**src/router_defines.svh**
```systemverilog
`ifndef ROUTER_DEFINES_SVH
`define ROUTER_DEFINES_SVH

// Flit identifier.
`define FLIT_ID_W 3
`define FLIT_HEADER 3'b001
`define FLIT_BODY 3'b010

// Flit payload and header fields.
`define PAYLOAD_W 32
`define LENGTH_W 12
`define COORD_W 4

// Router geometry.
`define FIFO_DEPTH 8
`define NUM_PORTS 5

`endif

```
**src/routerPkg.sv**
```systemverilog
`include "router_defines.svh"

package routerPkg;

  // Port order doubles as arbitration priority from idle.
  typedef enum logic [2:0] {
    portLocal = 3'd0,
    portNorth = 3'd1,
    portEast  = 3'd2,
    portWest  = 3'd3,
    portSouth = 3'd4
  } portIdx;

  typedef struct packed {
    logic [`COORD_W-1:0] destX;
    logic [`COORD_W-1:0] destY;
    logic [`LENGTH_W-1:0] length; // Body flits after the header.
    logic [`PAYLOAD_W-2*`COORD_W-`LENGTH_W-1:0] pad;
  } headerFields;

  typedef union packed {
    headerFields header;
    logic [`PAYLOAD_W-1:0] data;
  } flitPayload;

endpackage

```
**src/flitLink.sv**
```systemverilog
`include "router_defines.svh"

interface flitLink;
  logic [`FLIT_ID_W-1:0] flitId;
  routerPkg::flitPayload payload;
  logic notEmpty;
  logic pop;

  modport fifo (
    output flitId, payload, notEmpty,
    input  pop
  );

  modport route (
    input  flitId, payload, notEmpty,
    output pop
  );

  modport tap (
    input flitId, payload
  );
endinterface

```
**src/flitFifo.sv**
```systemverilog
`include "router_defines.svh"

module flitFifo (
  input  logic                  clk,
  input  logic                  rst,
  input  logic [`FLIT_ID_W-1:0] inFlitId,
  input  routerPkg::flitPayload inPayload,
  input  logic                  inValid,
  flitLink.fifo                 head
);

  localparam int ptrW = $clog2(`FIFO_DEPTH);
  localparam logic [ptrW-1:0] lastIdx = ptrW'(`FIFO_DEPTH - 1);
  localparam logic [ptrW:0] depth = (ptrW + 1)'(`FIFO_DEPTH);

  logic [`FLIT_ID_W-1:0] idMem [`FIFO_DEPTH];
  routerPkg::flitPayload dataMem [`FIFO_DEPTH];
  logic [ptrW-1:0] wrPtr;
  logic [ptrW-1:0] rdPtr;
  logic [ptrW:0] fill;
  logic full;
  logic wrEn;
  logic rdEn;

  assign full = (fill == depth);
  assign rdEn = head.pop && head.notEmpty;
  assign wrEn = inValid && (!full || rdEn); // Slot freed by a same-cycle pop.

  assign head.notEmpty = (fill != '0);
  assign head.flitId = head.notEmpty ? idMem[rdPtr] : '0; // Empty shows no flit.
  assign head.payload = dataMem[rdPtr];

  always_ff @(posedge clk)
  begin
    if (wrEn)
    begin
      idMem[wrPtr] <= inFlitId;
      dataMem[wrPtr] <= inPayload;
    end
  end

  always_ff @(posedge clk)
  begin
    if (rst)
    begin
      wrPtr <= '0;
      rdPtr <= '0;
      fill <= '0;
    end
    else
    begin
      if (wrEn)
        wrPtr <= (wrPtr == lastIdx) ? '0 : wrPtr + 1'b1;
      if (rdEn)
        rdPtr <= (rdPtr == lastIdx) ? '0 : rdPtr + 1'b1;
      case ({wrEn, rdEn})
        2'b10:   fill <= fill + 1'b1;
        2'b01:   fill <= fill - 1'b1;
        default: fill <= fill;
      endcase
    end
  end

  // The source must keep within FIFO_DEPTH unpopped flits.
  noOverflow: assert property (@(posedge clk) disable iff (rst)
    inValid |-> (!full || rdEn))
    else $error("flitFifo: write while full");

endmodule

```
**src/flat_wrapper.sv**
```systemverilog
// flat-port wrapper written by rule: the top's interface ports become plain ports
module flitFifo_flat 
  (clk, rst, inFlitId, inPayload, inValid, head_flitId, head_payload, head_notEmpty, head_pop);
  flitLink head_i ();
  input  logic clk;
  input  logic rst;
  input  logic [`FLIT_ID_W-1:0] inFlitId;
  input  routerPkg::flitPayload inPayload;
  input  logic inValid;
  output wire logic [$bits(head_i.flitId)-1:0] head_flitId;
  output wire logic [$bits(head_i.payload)-1:0] head_payload;
  output wire logic [$bits(head_i.notEmpty)-1:0] head_notEmpty;
  input wire logic [$bits(head_i.pop)-1:0] head_pop;
  assign head_flitId = head_i.flitId;
  assign head_payload = head_i.payload;
  assign head_notEmpty = head_i.notEmpty;
  assign head_i.pop = head_pop;
  flitFifo u_core (.clk(clk), .rst(rst), .inFlitId(inFlitId), .inPayload(inPayload), .inValid(inValid), .head(head_i));
endmodule
```
**config.mk**
```make
export PLATFORM = sky130hd
export DESIGN_NAME = flitFifo_flat
export DESIGN_NICKNAME = d
export VERILOG_FILES = /design/src/routerPkg.sv /design/src/flitLink.sv /design/src/flitFifo.sv /design/src/flat_wrapper.sv
export VERILOG_INCLUDE_DIRS = /design/src
export SDC_FILE = /design/constraint.sdc
export NUM_CORES = 1
export LEC_CHECK = 0
export BUFFER_PORTS_ARGS = -buffer_cell sky130_fd_sc_hd__buf_2
export CAP_MARGIN = 20
export CORE_AREA = 2 2 141 143
export CTS_CLUSTER_DIAMETER = 150
export DETAILED_ROUTE_END_ITERATION = 6
export DIE_AREA = 0 0 143 145
export MAX_ROUTING_LAYER = met4
export PLACE_DENSITY = 0.84
export SYNTH_ARGS = -nofsm -noshare
export SYNTH_HDL_FRONTEND = slang
export SYNTH_SLANG_ARGS = --single-unit
```
**constraint.sdc**
```tcl
create_clock -name clk -period 6.1 [get_ports clk]
set_clock_uncertainty 0.2 [all_clocks]
set_input_delay 0.915 -clock clk [delete_from_list [all_inputs] [get_ports clk]]
set_output_delay 0.915 -clock clk [all_outputs]
set_load 0.03 [all_outputs]
```
==> out/results.txt <==
Type of origin of the critical path: flip-flop
Area leader, netlist: edfxtp_1
All-Layer GR Usage: 21.9%
Htree depth: 1
Post-synth ARST share: 0%
Clock transition at path regs: 60 ps
Setup bufs post-CTS: 0
Relative slew slack: 33.1%
Area grow syn2layout: 13.8%
R2R cell count: 11
Placed Cells: 815
Fin crit period: 4260 ps
Final Setup Violations: 0
Critical path, cell by cell: buf_4 -> mux4_1 -> mux2_2 -> buf_2
Part of the Yosys area used for sequential elements: 76.3%
FP Rows: 51
WP data required: 4980 ps
Sequential share of power: 49.0%
Final Hold Fails: 0
Detailed-route DRC error count: 0
Min-delay src: u_core.rdPtr[2]$_SDFFE_PP0P_
Fmax achieved: 0.235 GHz
Flops & latches, synth: 293
Fraction of layout cells with a size suffix above 1: 34.5%
Routed wire length: 21500 µm
IO Count: 75
Cell with the most instances after synthesis: edfxtp_1
Design area: 12900 µm²
Hold bufs inserted after CTS: 0
Peak supply drop: 0.318 mV
Critical path arrival: 3140 ps
Root buf cell: clkbuf_16
Synth Cell Area: 11400 µm²
Routed wire length per instance: 24.8 µm
Routed Antenna Nets: 0
Final period utilization: 69.8%
Detailed Route Iter0 Violations: 350
Delay of the slowest cell on the worst path: 1020 ps
Crit path capture type: primary output
Full die area: 20700 µm²
Slew Limit Fails: 0
Max-cap violations: 0
CP Max Fanout: 53
DP Area: 12100 µm²
Crit Path Category: flip-flop to primary output
Later-pin clock latency in the skew report: 530 ps
Worst R2R Start: u_core.fill[0]$_SDFFE_PP0P_
Post-DR vias/cell: 6.02
Area fraction of the dominant cell type after synthesis: 74.0%
Number of global-route vias before repair: 5618
P_sw: 0.00133 W
Hold path depth: 2
Combinational share of power: 18.6%
Nets: 628
Iteration count of the initial detailed-routing pass: 5
Post-CTS sizing: 0
Top FF cell, synth: edfxtp_1
Detail Placement HPWL: 11900 µm
First-pass GRT wire length: 32900 µm
Critical-path top delay cell: dfxtp_4
Number of synthesized flops with an enable pin: 280
Pint: 0.00363 W
Buf+Inv Stages, Crit Path: 2
Syn Nets: 532
Commonest cells post-synth: 280 x edfxtp_1, 35 x mux4_1, 35 x mux4_2
Slew @ Worst Pin: 1000 ps
Switching Fraction: 26.8%
TNS Setup: 0 ps
Clock sinks: 293
Cts bufs inserted: 29
CP top delay family: flip-flops
Setup ws final: 1840 ps
Clock power share: 32.3%
Yosys cell types: 30
CTS tree: done
Ranking of synthesized cells by area: edfxtp_1 74%, mux4_1 8.1%, mux4_2 6.9%, mux2_2 3.3%, dfxtp_1 2.3%
Hold Path Class: flip-flop to flip-flop
YS warnings: 0
Mapped Cells: 486
Dpl ws: 2340 ps
Via Count: 5236
Deepest clock path buffer count: 3
Port-buffer cells: 74
Die Y: 145 µm
Initial antenna violation count: 1
Crit Reg-Reg Endpoint: u_core.fill[2]$_SDFFE_PP0P_
R2r setup slk: 3050 ps
Die Wd: 143 µm
Grt total ovfl: 0
Synth Area per Inst: 23.4 µm²
Post-Layout Cell Count: 870
PD cells: 383 nW/µm²
Core footprint: 19200 µm²
Status: complete, no violations
Routability cong.: 0.734
RSZ-0062 raised after global routing: false
Largest net degree at the start of global routing: 71
Final core occ: 67.4%
Leak Pwr: 4.25 nW
Starting density of the core: 59.2%
## power by group through the flow
stage          Sequential [W]  Clock, W  Combinational [W]
6_report              0.00243   0.00160           0.000924
5_1_grt               0.00245   0.00171           0.000977
3_5_place_dp          0.00248         0           0.000924
4_1_cts               0.00244   0.00162           0.000936
3_3_place_gp          0.00247         0           0.000896
2_1_floorplan         0.00236         0           0.000821
## state kept, by name, indices dropped and copies added, names as in the netlist, named ones only
register,cells
u_core.fill,4
u_core.idMem,24
u_core.wrPtr,3
u_core.dataMem,256
u_core.rdPtr,3
## worst register-to-register path: stages, from the launching register on
cell     delay [ps]
dfxtp_1         390
nor4_2          520
inv_1           190
nand2_1         180
inv_1           100
ha_1            270
xor2_1          170
ha_1            190
a21oi_1         140
xor2_1           90
or3_1           330
a21oi_1         190
## layout by cell type (no fill, tap or decap), types with 3 or more instances in the layout
master     Yosys  layout
a21oi_1        6       6
buf_2          2      74
buf_4          0      13
clkbuf_1      10       5
clkbuf_16      0      29
clkinv_1       0       9
clkinv_2       0       6
dfxtp_1       13      10
edfxtp_1     280     280
ha_1           7       7
inv_1          3       3
mux2_2        33      33
mux2i_1        6       6
mux4_1        35      35
mux4_2        35      35
nand2_1        7       7
nand2b_1       3       3
nor2_1        11       8
nor2_4         0       3
nor3_2         0       4
o21ai_0        3       3
or3_1          3       3
xor2_1         3       3
## through the flow
step | total power (W) | hold WS, ps
after floorplan | 0.00318 | 250
after global placement | 0.00336 | 249
after detailed placement | 0.00340 | 269
after CTS | 0.00500 | 283
after global routing | 0.00513 | 306
final | 0.00496 | 284
## cell families after synthesis
group / Yosys count / synth area share (%)
mux: 109 / 18.8
fa+ha+maj: 7 / 0.771
buf+inv: 26 / 1.48
simple gates: 37 / 1.72
compound gates: 11 / 0.705
flops: 293 / 76.3
xor+xnor: 3 / 0.231
## worst max-delay path by stage
stage,end,slack (ps),depth (start not counted)
2_1_floorplan,u_core.dataMem[0][0]$_DFFE_PP_,850,3
3_3_place_gp,head_payload[26],2420,4
3_5_place_dp,head_payload[27],2340,4
4_1_cts,head_payload[27],1750,4
5_1_grt,head_payload[19],1650,4
6_report,head_payload[27],1840,4
## final cells by class
type,instances,area [µm²]
inverter,3,11.3
multi-input combinational,167,2580
tap,265,332
fill,1178,6270
timing repair buffer,88,479
antenna,2,5.00
clock buffer,34,744
sequential,293,8680
clock inverter,18,110
## layer usage
layer  track usage [%]  up-vias  share of wire [%]  routed length [µm]
met1              28.1     2708                 39                8350
met3              3.96       41                6.0                1290
met4              5.74        0                2.0                 438
met5                 -        -                  0                   0
met2              36.7      216                 53               11500
li1                  -     2271                  -                   -
Power figures use the tool's default switching activity.
