`src/router_defines.svh`:
```
`ifndef ROUTER_DEFINES_SVH
`define ROUTER_DEFINES_SVH

// Flit identifier.
`define FLIT_ID_W 3
`define FLIT_HEADER 3'b001
`define FLIT_BODY 3'b010

// Flit payload and header fields.
`define PAYLOAD_W 32
`define LENGTH_W 12
`define COORD_W 4

// Router geometry.
`define FIFO_DEPTH 8
`define NUM_PORTS 5

`endif

```
`src/routerPkg.sv`:
```
`include "router_defines.svh"

package routerPkg;

  // Port order doubles as arbitration priority from idle.
  typedef enum logic [2:0] {
    portLocal = 3'd0,
    portNorth = 3'd1,
    portEast  = 3'd2,
    portWest  = 3'd3,
    portSouth = 3'd4
  } portIdx;

  typedef struct packed {
    logic [`COORD_W-1:0] destX;
    logic [`COORD_W-1:0] destY;
    logic [`LENGTH_W-1:0] length; // Body flits after the header.
    logic [`PAYLOAD_W-2*`COORD_W-`LENGTH_W-1:0] pad;
  } headerFields;

  typedef union packed {
    headerFields header;
    logic [`PAYLOAD_W-1:0] data;
  } flitPayload;

endpackage

```
`src/flitLink.sv`:
```
`include "router_defines.svh"

interface flitLink;
  logic [`FLIT_ID_W-1:0] flitId;
  routerPkg::flitPayload payload;
  logic notEmpty;
  logic pop;

  modport fifo (
    output flitId, payload, notEmpty,
    input  pop
  );

  modport route (
    input  flitId, payload, notEmpty,
    output pop
  );

  modport tap (
    input flitId, payload
  );
endinterface

```
`src/inputRoute.sv`:
```
`include "router_defines.svh"

module inputRoute #(
  parameter int routerX = 0,
  parameter int routerY = 0,
  parameter routerPkg::portIdx myPort = routerPkg::portLocal
) (
  input  logic                   clk,
  input  logic                   rst,
  flitLink.route                 head,
  input  logic [`NUM_PORTS:0]    grants [`NUM_PORTS],
  output logic [`NUM_PORTS-1:0]  req
);

  localparam logic [`COORD_W-1:0] hereX = `COORD_W'(routerX);
  localparam logic [`COORD_W-1:0] hereY = `COORD_W'(routerY);

  routerPkg::headerFields hdr;
  routerPkg::portIdx newRoute;
  routerPkg::portIdx heldRoute;
  routerPkg::portIdx curRoute;
  logic busy; // Inside a packet, after its header popped.
  logic [`LENGTH_W-1:0] remaining;
  logic [`NUM_PORTS-1:0] mine;
  logic isHeader;
  logic isBody;

  assign hdr = head.payload.header;
  assign isHeader = head.notEmpty && (head.flitId == `FLIT_HEADER);
  assign isBody = head.notEmpty && (head.flitId == `FLIT_BODY);

  // XY routing, X first.
  always_comb
  begin
    if (hdr.destX > hereX)
      newRoute = routerPkg::portEast;
    else if (hdr.destX < hereX)
      newRoute = routerPkg::portWest;
    else if (hdr.destY > hereY)
      newRoute = routerPkg::portNorth;
    else if (hdr.destY < hereY)
      newRoute = routerPkg::portSouth;
    else
      newRoute = routerPkg::portLocal;
  end

  assign curRoute = busy ? heldRoute : newRoute;

  always_comb
  begin
    req = '0;
    if (busy ? isBody : isHeader)
      req[curRoute] = 1'b1; // Drops while the source stalls.
  end

  for (genvar o = 0; o < `NUM_PORTS; o++)
  begin : grantGen
    assign mine[o] = grants[o][int'(myPort) + 1];
  end

  assign head.pop = |(req & mine);

  always_ff @(posedge clk)
  begin
    if (rst)
    begin
      busy <= 1'b0;
      remaining <= '0;
      heldRoute <= routerPkg::portLocal;
    end
    else if (head.pop)
    begin
      if (!busy)
      begin
        heldRoute <= newRoute;
        remaining <= hdr.length;
        busy <= (hdr.length != '0);
      end
      else
      begin
        remaining <= remaining - 1'b1;
        busy <= (remaining != `LENGTH_W'(1)); // Last body frees the route.
      end
    end
  end

endmodule

```
`src/flat_wrapper.sv`:
```
// flat-port wrapper written by rule: the top's interface ports become plain ports
module inputRoute_flat 
#(
  parameter int routerX = 0,
  parameter int routerY = 0,
  parameter routerPkg::portIdx myPort = routerPkg::portLocal
)
  (clk, rst, grants, req, head_flitId, head_payload, head_notEmpty, head_pop);
  flitLink head_i ();
  input  logic clk;
  input  logic rst;
  input  logic [`NUM_PORTS:0] grants[`NUM_PORTS];
  output logic [`NUM_PORTS-1:0] req;
  input wire logic [$bits(head_i.flitId)-1:0] head_flitId;
  input wire logic [$bits(head_i.payload)-1:0] head_payload;
  input wire logic [$bits(head_i.notEmpty)-1:0] head_notEmpty;
  output wire logic [$bits(head_i.pop)-1:0] head_pop;
  assign head_i.flitId = head_flitId;
  assign head_i.payload = head_payload;
  assign head_i.notEmpty = head_notEmpty;
  assign head_pop = head_i.pop;
  inputRoute #(.routerX(routerX), .routerY(routerY), .myPort(myPort)) u_core (.clk(clk), .rst(rst), .head(head_i), .grants(grants), .req(req));
endmodule
```
`config.mk`:
```
export PLATFORM = sky130hd
export DESIGN_NAME = inputRoute_flat
export DESIGN_NICKNAME = d
export VERILOG_FILES = /design/src/routerPkg.sv /design/src/flitLink.sv /design/src/inputRoute.sv /design/src/flat_wrapper.sv
export VERILOG_INCLUDE_DIRS = /design/src
export SDC_FILE = /design/constraint.sdc
export NUM_CORES = 1
export LEC_CHECK = 0
export ABC_CLOCK_PERIOD_IN_PS = 2000
export BUFFER_PORTS_ARGS = -buffer_cell sky130_fd_sc_hd__buf_2
export CAP_MARGIN = 25
export CORE_UTILIZATION = 39
export DETAILED_ROUTE_END_ITERATION = 8
export GPL_TIMING_DRIVEN = 1
export PLACE_DENSITY = 0.79
export SYNTH_ARGS = -nofsm -noshare
export SYNTH_HDL_FRONTEND = slang
export SYNTH_SLANG_ARGS = --single-unit
```
`constraint.sdc`:
```
create_clock -name clk -period 2 [get_ports clk]
set_clock_uncertainty 0.1 [all_clocks]
set_input_delay 0.3 -clock clk [delete_from_list [all_inputs] [get_ports clk]]
set_output_delay 0.3 -clock clk [all_outputs]
set_load 0.02 [all_outputs]
```
==> results.json <==
{
  "fillers": 261,
  "postRouteAntennaNets": 0,
  "layout.nets": 291,
  "synth.distinct_cells": 51,
  "tritoncts": "yes",
  "die_h_microns": 59.18,
  "crit_type": "in2out",
  "cts-root-buf": "clkbuf_4",
  "fmaxAchievable_mhz": 473.2,
  "io_pins": 74,
  "worstHoldEndpoint": "u_core.remaining[11]",
  "hpwl_microns": 2704,
  "clock_sinks": 16,
  "worstHoldPathCells": 3,
  "clk_transition_reported_paths_ns": 0.10,
  "grt_max_degree": 20,
  "synth_edf_count": 0,
  "syn_area_sq_um": 1275,
  "drc_errors": 0,
  "cellLeakagePower_nw": 0.8181,
  "utilization_pct": 62.48,
  "power_mw": 0.7353,
  "synthArstFlopShare_pct": 0,
  "slowest_delay_ns": 0.51,
  "top_layer": "met4",
  "core.rowCount": 20,
  "final_cell_mix": "32 x buf_2, 27 x buf_4, 14 x dfxtp_1",
  "cts.path.max_buffers": 2,
  "num_vias": 1605,
  "hold_ws_ns": 0.2465,
  "overflow": 0,
  "cts_buffers": 3,
  "grt_pass1_wl_microns": 6499,
  "cts_hold_buf": 0,
  "rr_worst_depth": 6,
  "max-slew-margin-rel_pct": 72.04,
  "ir_worst_vdd_v": 0.0002199,
  "setup_viol": 7,
  "required_ns": 1.60,
  "worstPathCellList": "buf_2 > or4_4 > o32a_4 > o32a_4 > nand2_4 > buf_6",
  "ff2ff_setup_slack_ns": -0.01,
  "violations": "setup timing",
  "portBuffers": 36,
  "combPwrFrac_pct": 24.6,
  "period_minus_slack_ns": 2.113,
  "synth-seq-cells": 16,
  "wl_met1_microns": 1846,
  "antenna_cells": 0,
  "worstHoldStart": "head_payload[23]",
  "post_drt_via_cell_ratio": 6.080,
  "fp.dieW_microns": 59.18,
  "tightest_slew_ns": 0.4185,
  "r2r_end": "u_core.remaining[3]",
  "netSwitchingFraction_pct": 29.14,
  "seq_area_frac_synth_pct": 25.12,
  "drt-initial-drc-count": 101,
  "ctsHtreeMaxLevel": 1,
  "finalCritPeriodShare_pct": 105.7,
  "synth_fp_nets": 230,
  "crit_path_top_delay_cell": "or4_4",
  "path_common_cell": "o32a_4",
  "wire_per_inst_microns": 16.06,
  "rsz0062_at_grt": "yes",
  "syn_avg_cell_area_sq_um": 7.969,
  "cellPowerDensity_nw_per_um2": 382.4,
  "synth_top_flop_cell": "dfxtp_1",
  "area_growth_pct": 50.83,
  "synth_warnings": 0,
  "hold_viol": 0,
  "critPathMaxFanout": 3,
  "r2r_start": "u_core.busy",
  "p_clk_share_pct": 30.4,
  "grtUsageTotal_pct": 24.40,
  "antenna_found_initial": 0,
  "seqPwrFrac_pct": 45.1,
  "met3_length_microns": 283,
  "setup_ws_ns": -0.1132,
  "p_int_mw": 0.5211,
  "met2_length_microns": 2022,
  "cp_top_family": "simple AND/OR/NAND/NOR gates",
  "p_sw_mw": 0.2143,
  "floorplan.initialDensity_pct": 41.42,
  "drive_gt1_share_pct": 47.27,
  "postSynthCellCount": 160,
  "worstSetupStartpointType": "primary input",
  "place.gp.congestion": 0.9053,
  "drt_wl_total_microns": 4239,
  "insertion_delay_ns": 0.30,
  "slew_violations": 0,
  "maxCapViolCount": 0,
  "dr.pass1.iters": 4,
  "grt_pass1_vias": 1430,
  "die-area_sq_um": 3502,
  "hold_path.class": "in2reg",
  "worst-path-buf-inv": 2,
  "core_sq_um": 3078,
  "layout_commonest_cell": "buf_2",
  "outcome": "finished with violations",
  "critPathArrivalTime_ns": 1.71,
  "setup.worst_path.end_class": "output port"
}
-- worst min-delay path, delay by kind of cell --
family,cells,cell delay [ns]
buffers and inverters,1,0.11
muxes,1,0.11
AOI/OAI and AO/OA,1,0.08
-- registers in the layout, summed over array words and instances, names as in the netlist --
name	cells
u_core.remaining	12
u_core.heldRoute	3
u_core.busy	1
-- layer usage --
metal / vias to the layer above / global-route usage [%]
met3: 14 / 3.712
met4: 0 / 9.184
li1: 760 / -
met1: 751 / 32.58
met2: 80 / 39.61
met5: - / 0
-- synthesized netlist by cell type, drive strengths merged, types with 3 or more instances --
library cell / n / area (sq um)
dfxtp: 16 / 320.3
nor4: 11 / 68.82
o311ai: 4 / 35.04
or4: 4 / 33.78
clkbuf: 6 / 22.52
o32a: 3 / 45.04
nor2b: 4 / 25.02
a32o: 3 / 30.03
a21oi: 7 / 35.03
inv: 8 / 30.03
nand4: 4 / 25.02
nor3: 9 / 45.04
nand3: 5 / 25.02
nor2: 9 / 33.78
buf: 5 / 38.78
and3: 5 / 31.28
a211oi: 4 / 30.03
o22ai: 6 / 37.54
o21ai: 9 / 48.80
nand2: 10 / 37.54
-- worst max path at each step --
stage / start / to / depth (start not counted)
after floorplan: head_payload[28] / head_pop / 5
after global placement: head_payload[28] / u_core.busy / 7
after detailed placement: head_payload[28] / u_core.busy / 7
after CTS: head_payload[30] / head_pop / 6
after global routing: u_core.busy / head_pop / 5
final: head_payload[29] / head_pop / 6
-- power by group through the flow --
stage / clock network, mW / logic (mW) / registers, mW
2_1_floorplan: 0 / 0.0849 / 0.337
3_3_place_gp: 0 / 0.151 / 0.339
3_5_place_dp: 0 / 0.153 / 0.339
4_1_cts: 0.224 / 0.165 / 0.331
5_1_grt: 0.240 / 0.195 / 0.332
6_report: 0.223 / 0.181 / 0.331
-- cell type report --
type	count	area, sq um	area share [%]
clock buffer	4	36.28	1.887
sequential	16	325.3	16.92
tap	44	55.05	2.863
timing repair buffer	67	461.7	24.01
multi-input combinational	125	1015	52.77
inverter	8	30.03	1.561
-- stage by stage --
stage	instance area [sq um]	cells	setup slack, ns	setup TNS, ns
3_5_place_dp	1659	255	-0.2803	-3.702
2_1_floorplan	1281	160	-0.08392	-0.1699
6_report	1923	264	-0.1132	-0.2630
5_1_grt	1923	264	-0.1858	-1.035
4_1_cts	1823	264	-0.09270	-0.1231
3_3_place_gp	1659	255	-0.2861	-3.341
-- cell families (layout without fill, tap and decap cells) --
logic type | Yosys count | in the layout | synth area share, %
mux | 2 | 2 | 1.570
fa+ha+maj | 2 | 2 | 1.962
buf+inv | 19 | 79 | 7.163
simple gates | 73 | 73 | 34.25
compound gates | 47 | 47 | 29.25
flops | 16 | 16 | 25.12
xor+xnor | 1 | 1 | 0.6871
-- what timing repair did --
item | CTS | global route
setup endpoints to repair | 14 | 20
buffers inserted | 5 | 1
pin swaps | 10 | 10
resized for setup | 21 | 23
Note: power is estimated with default switching activity, not from simulation.
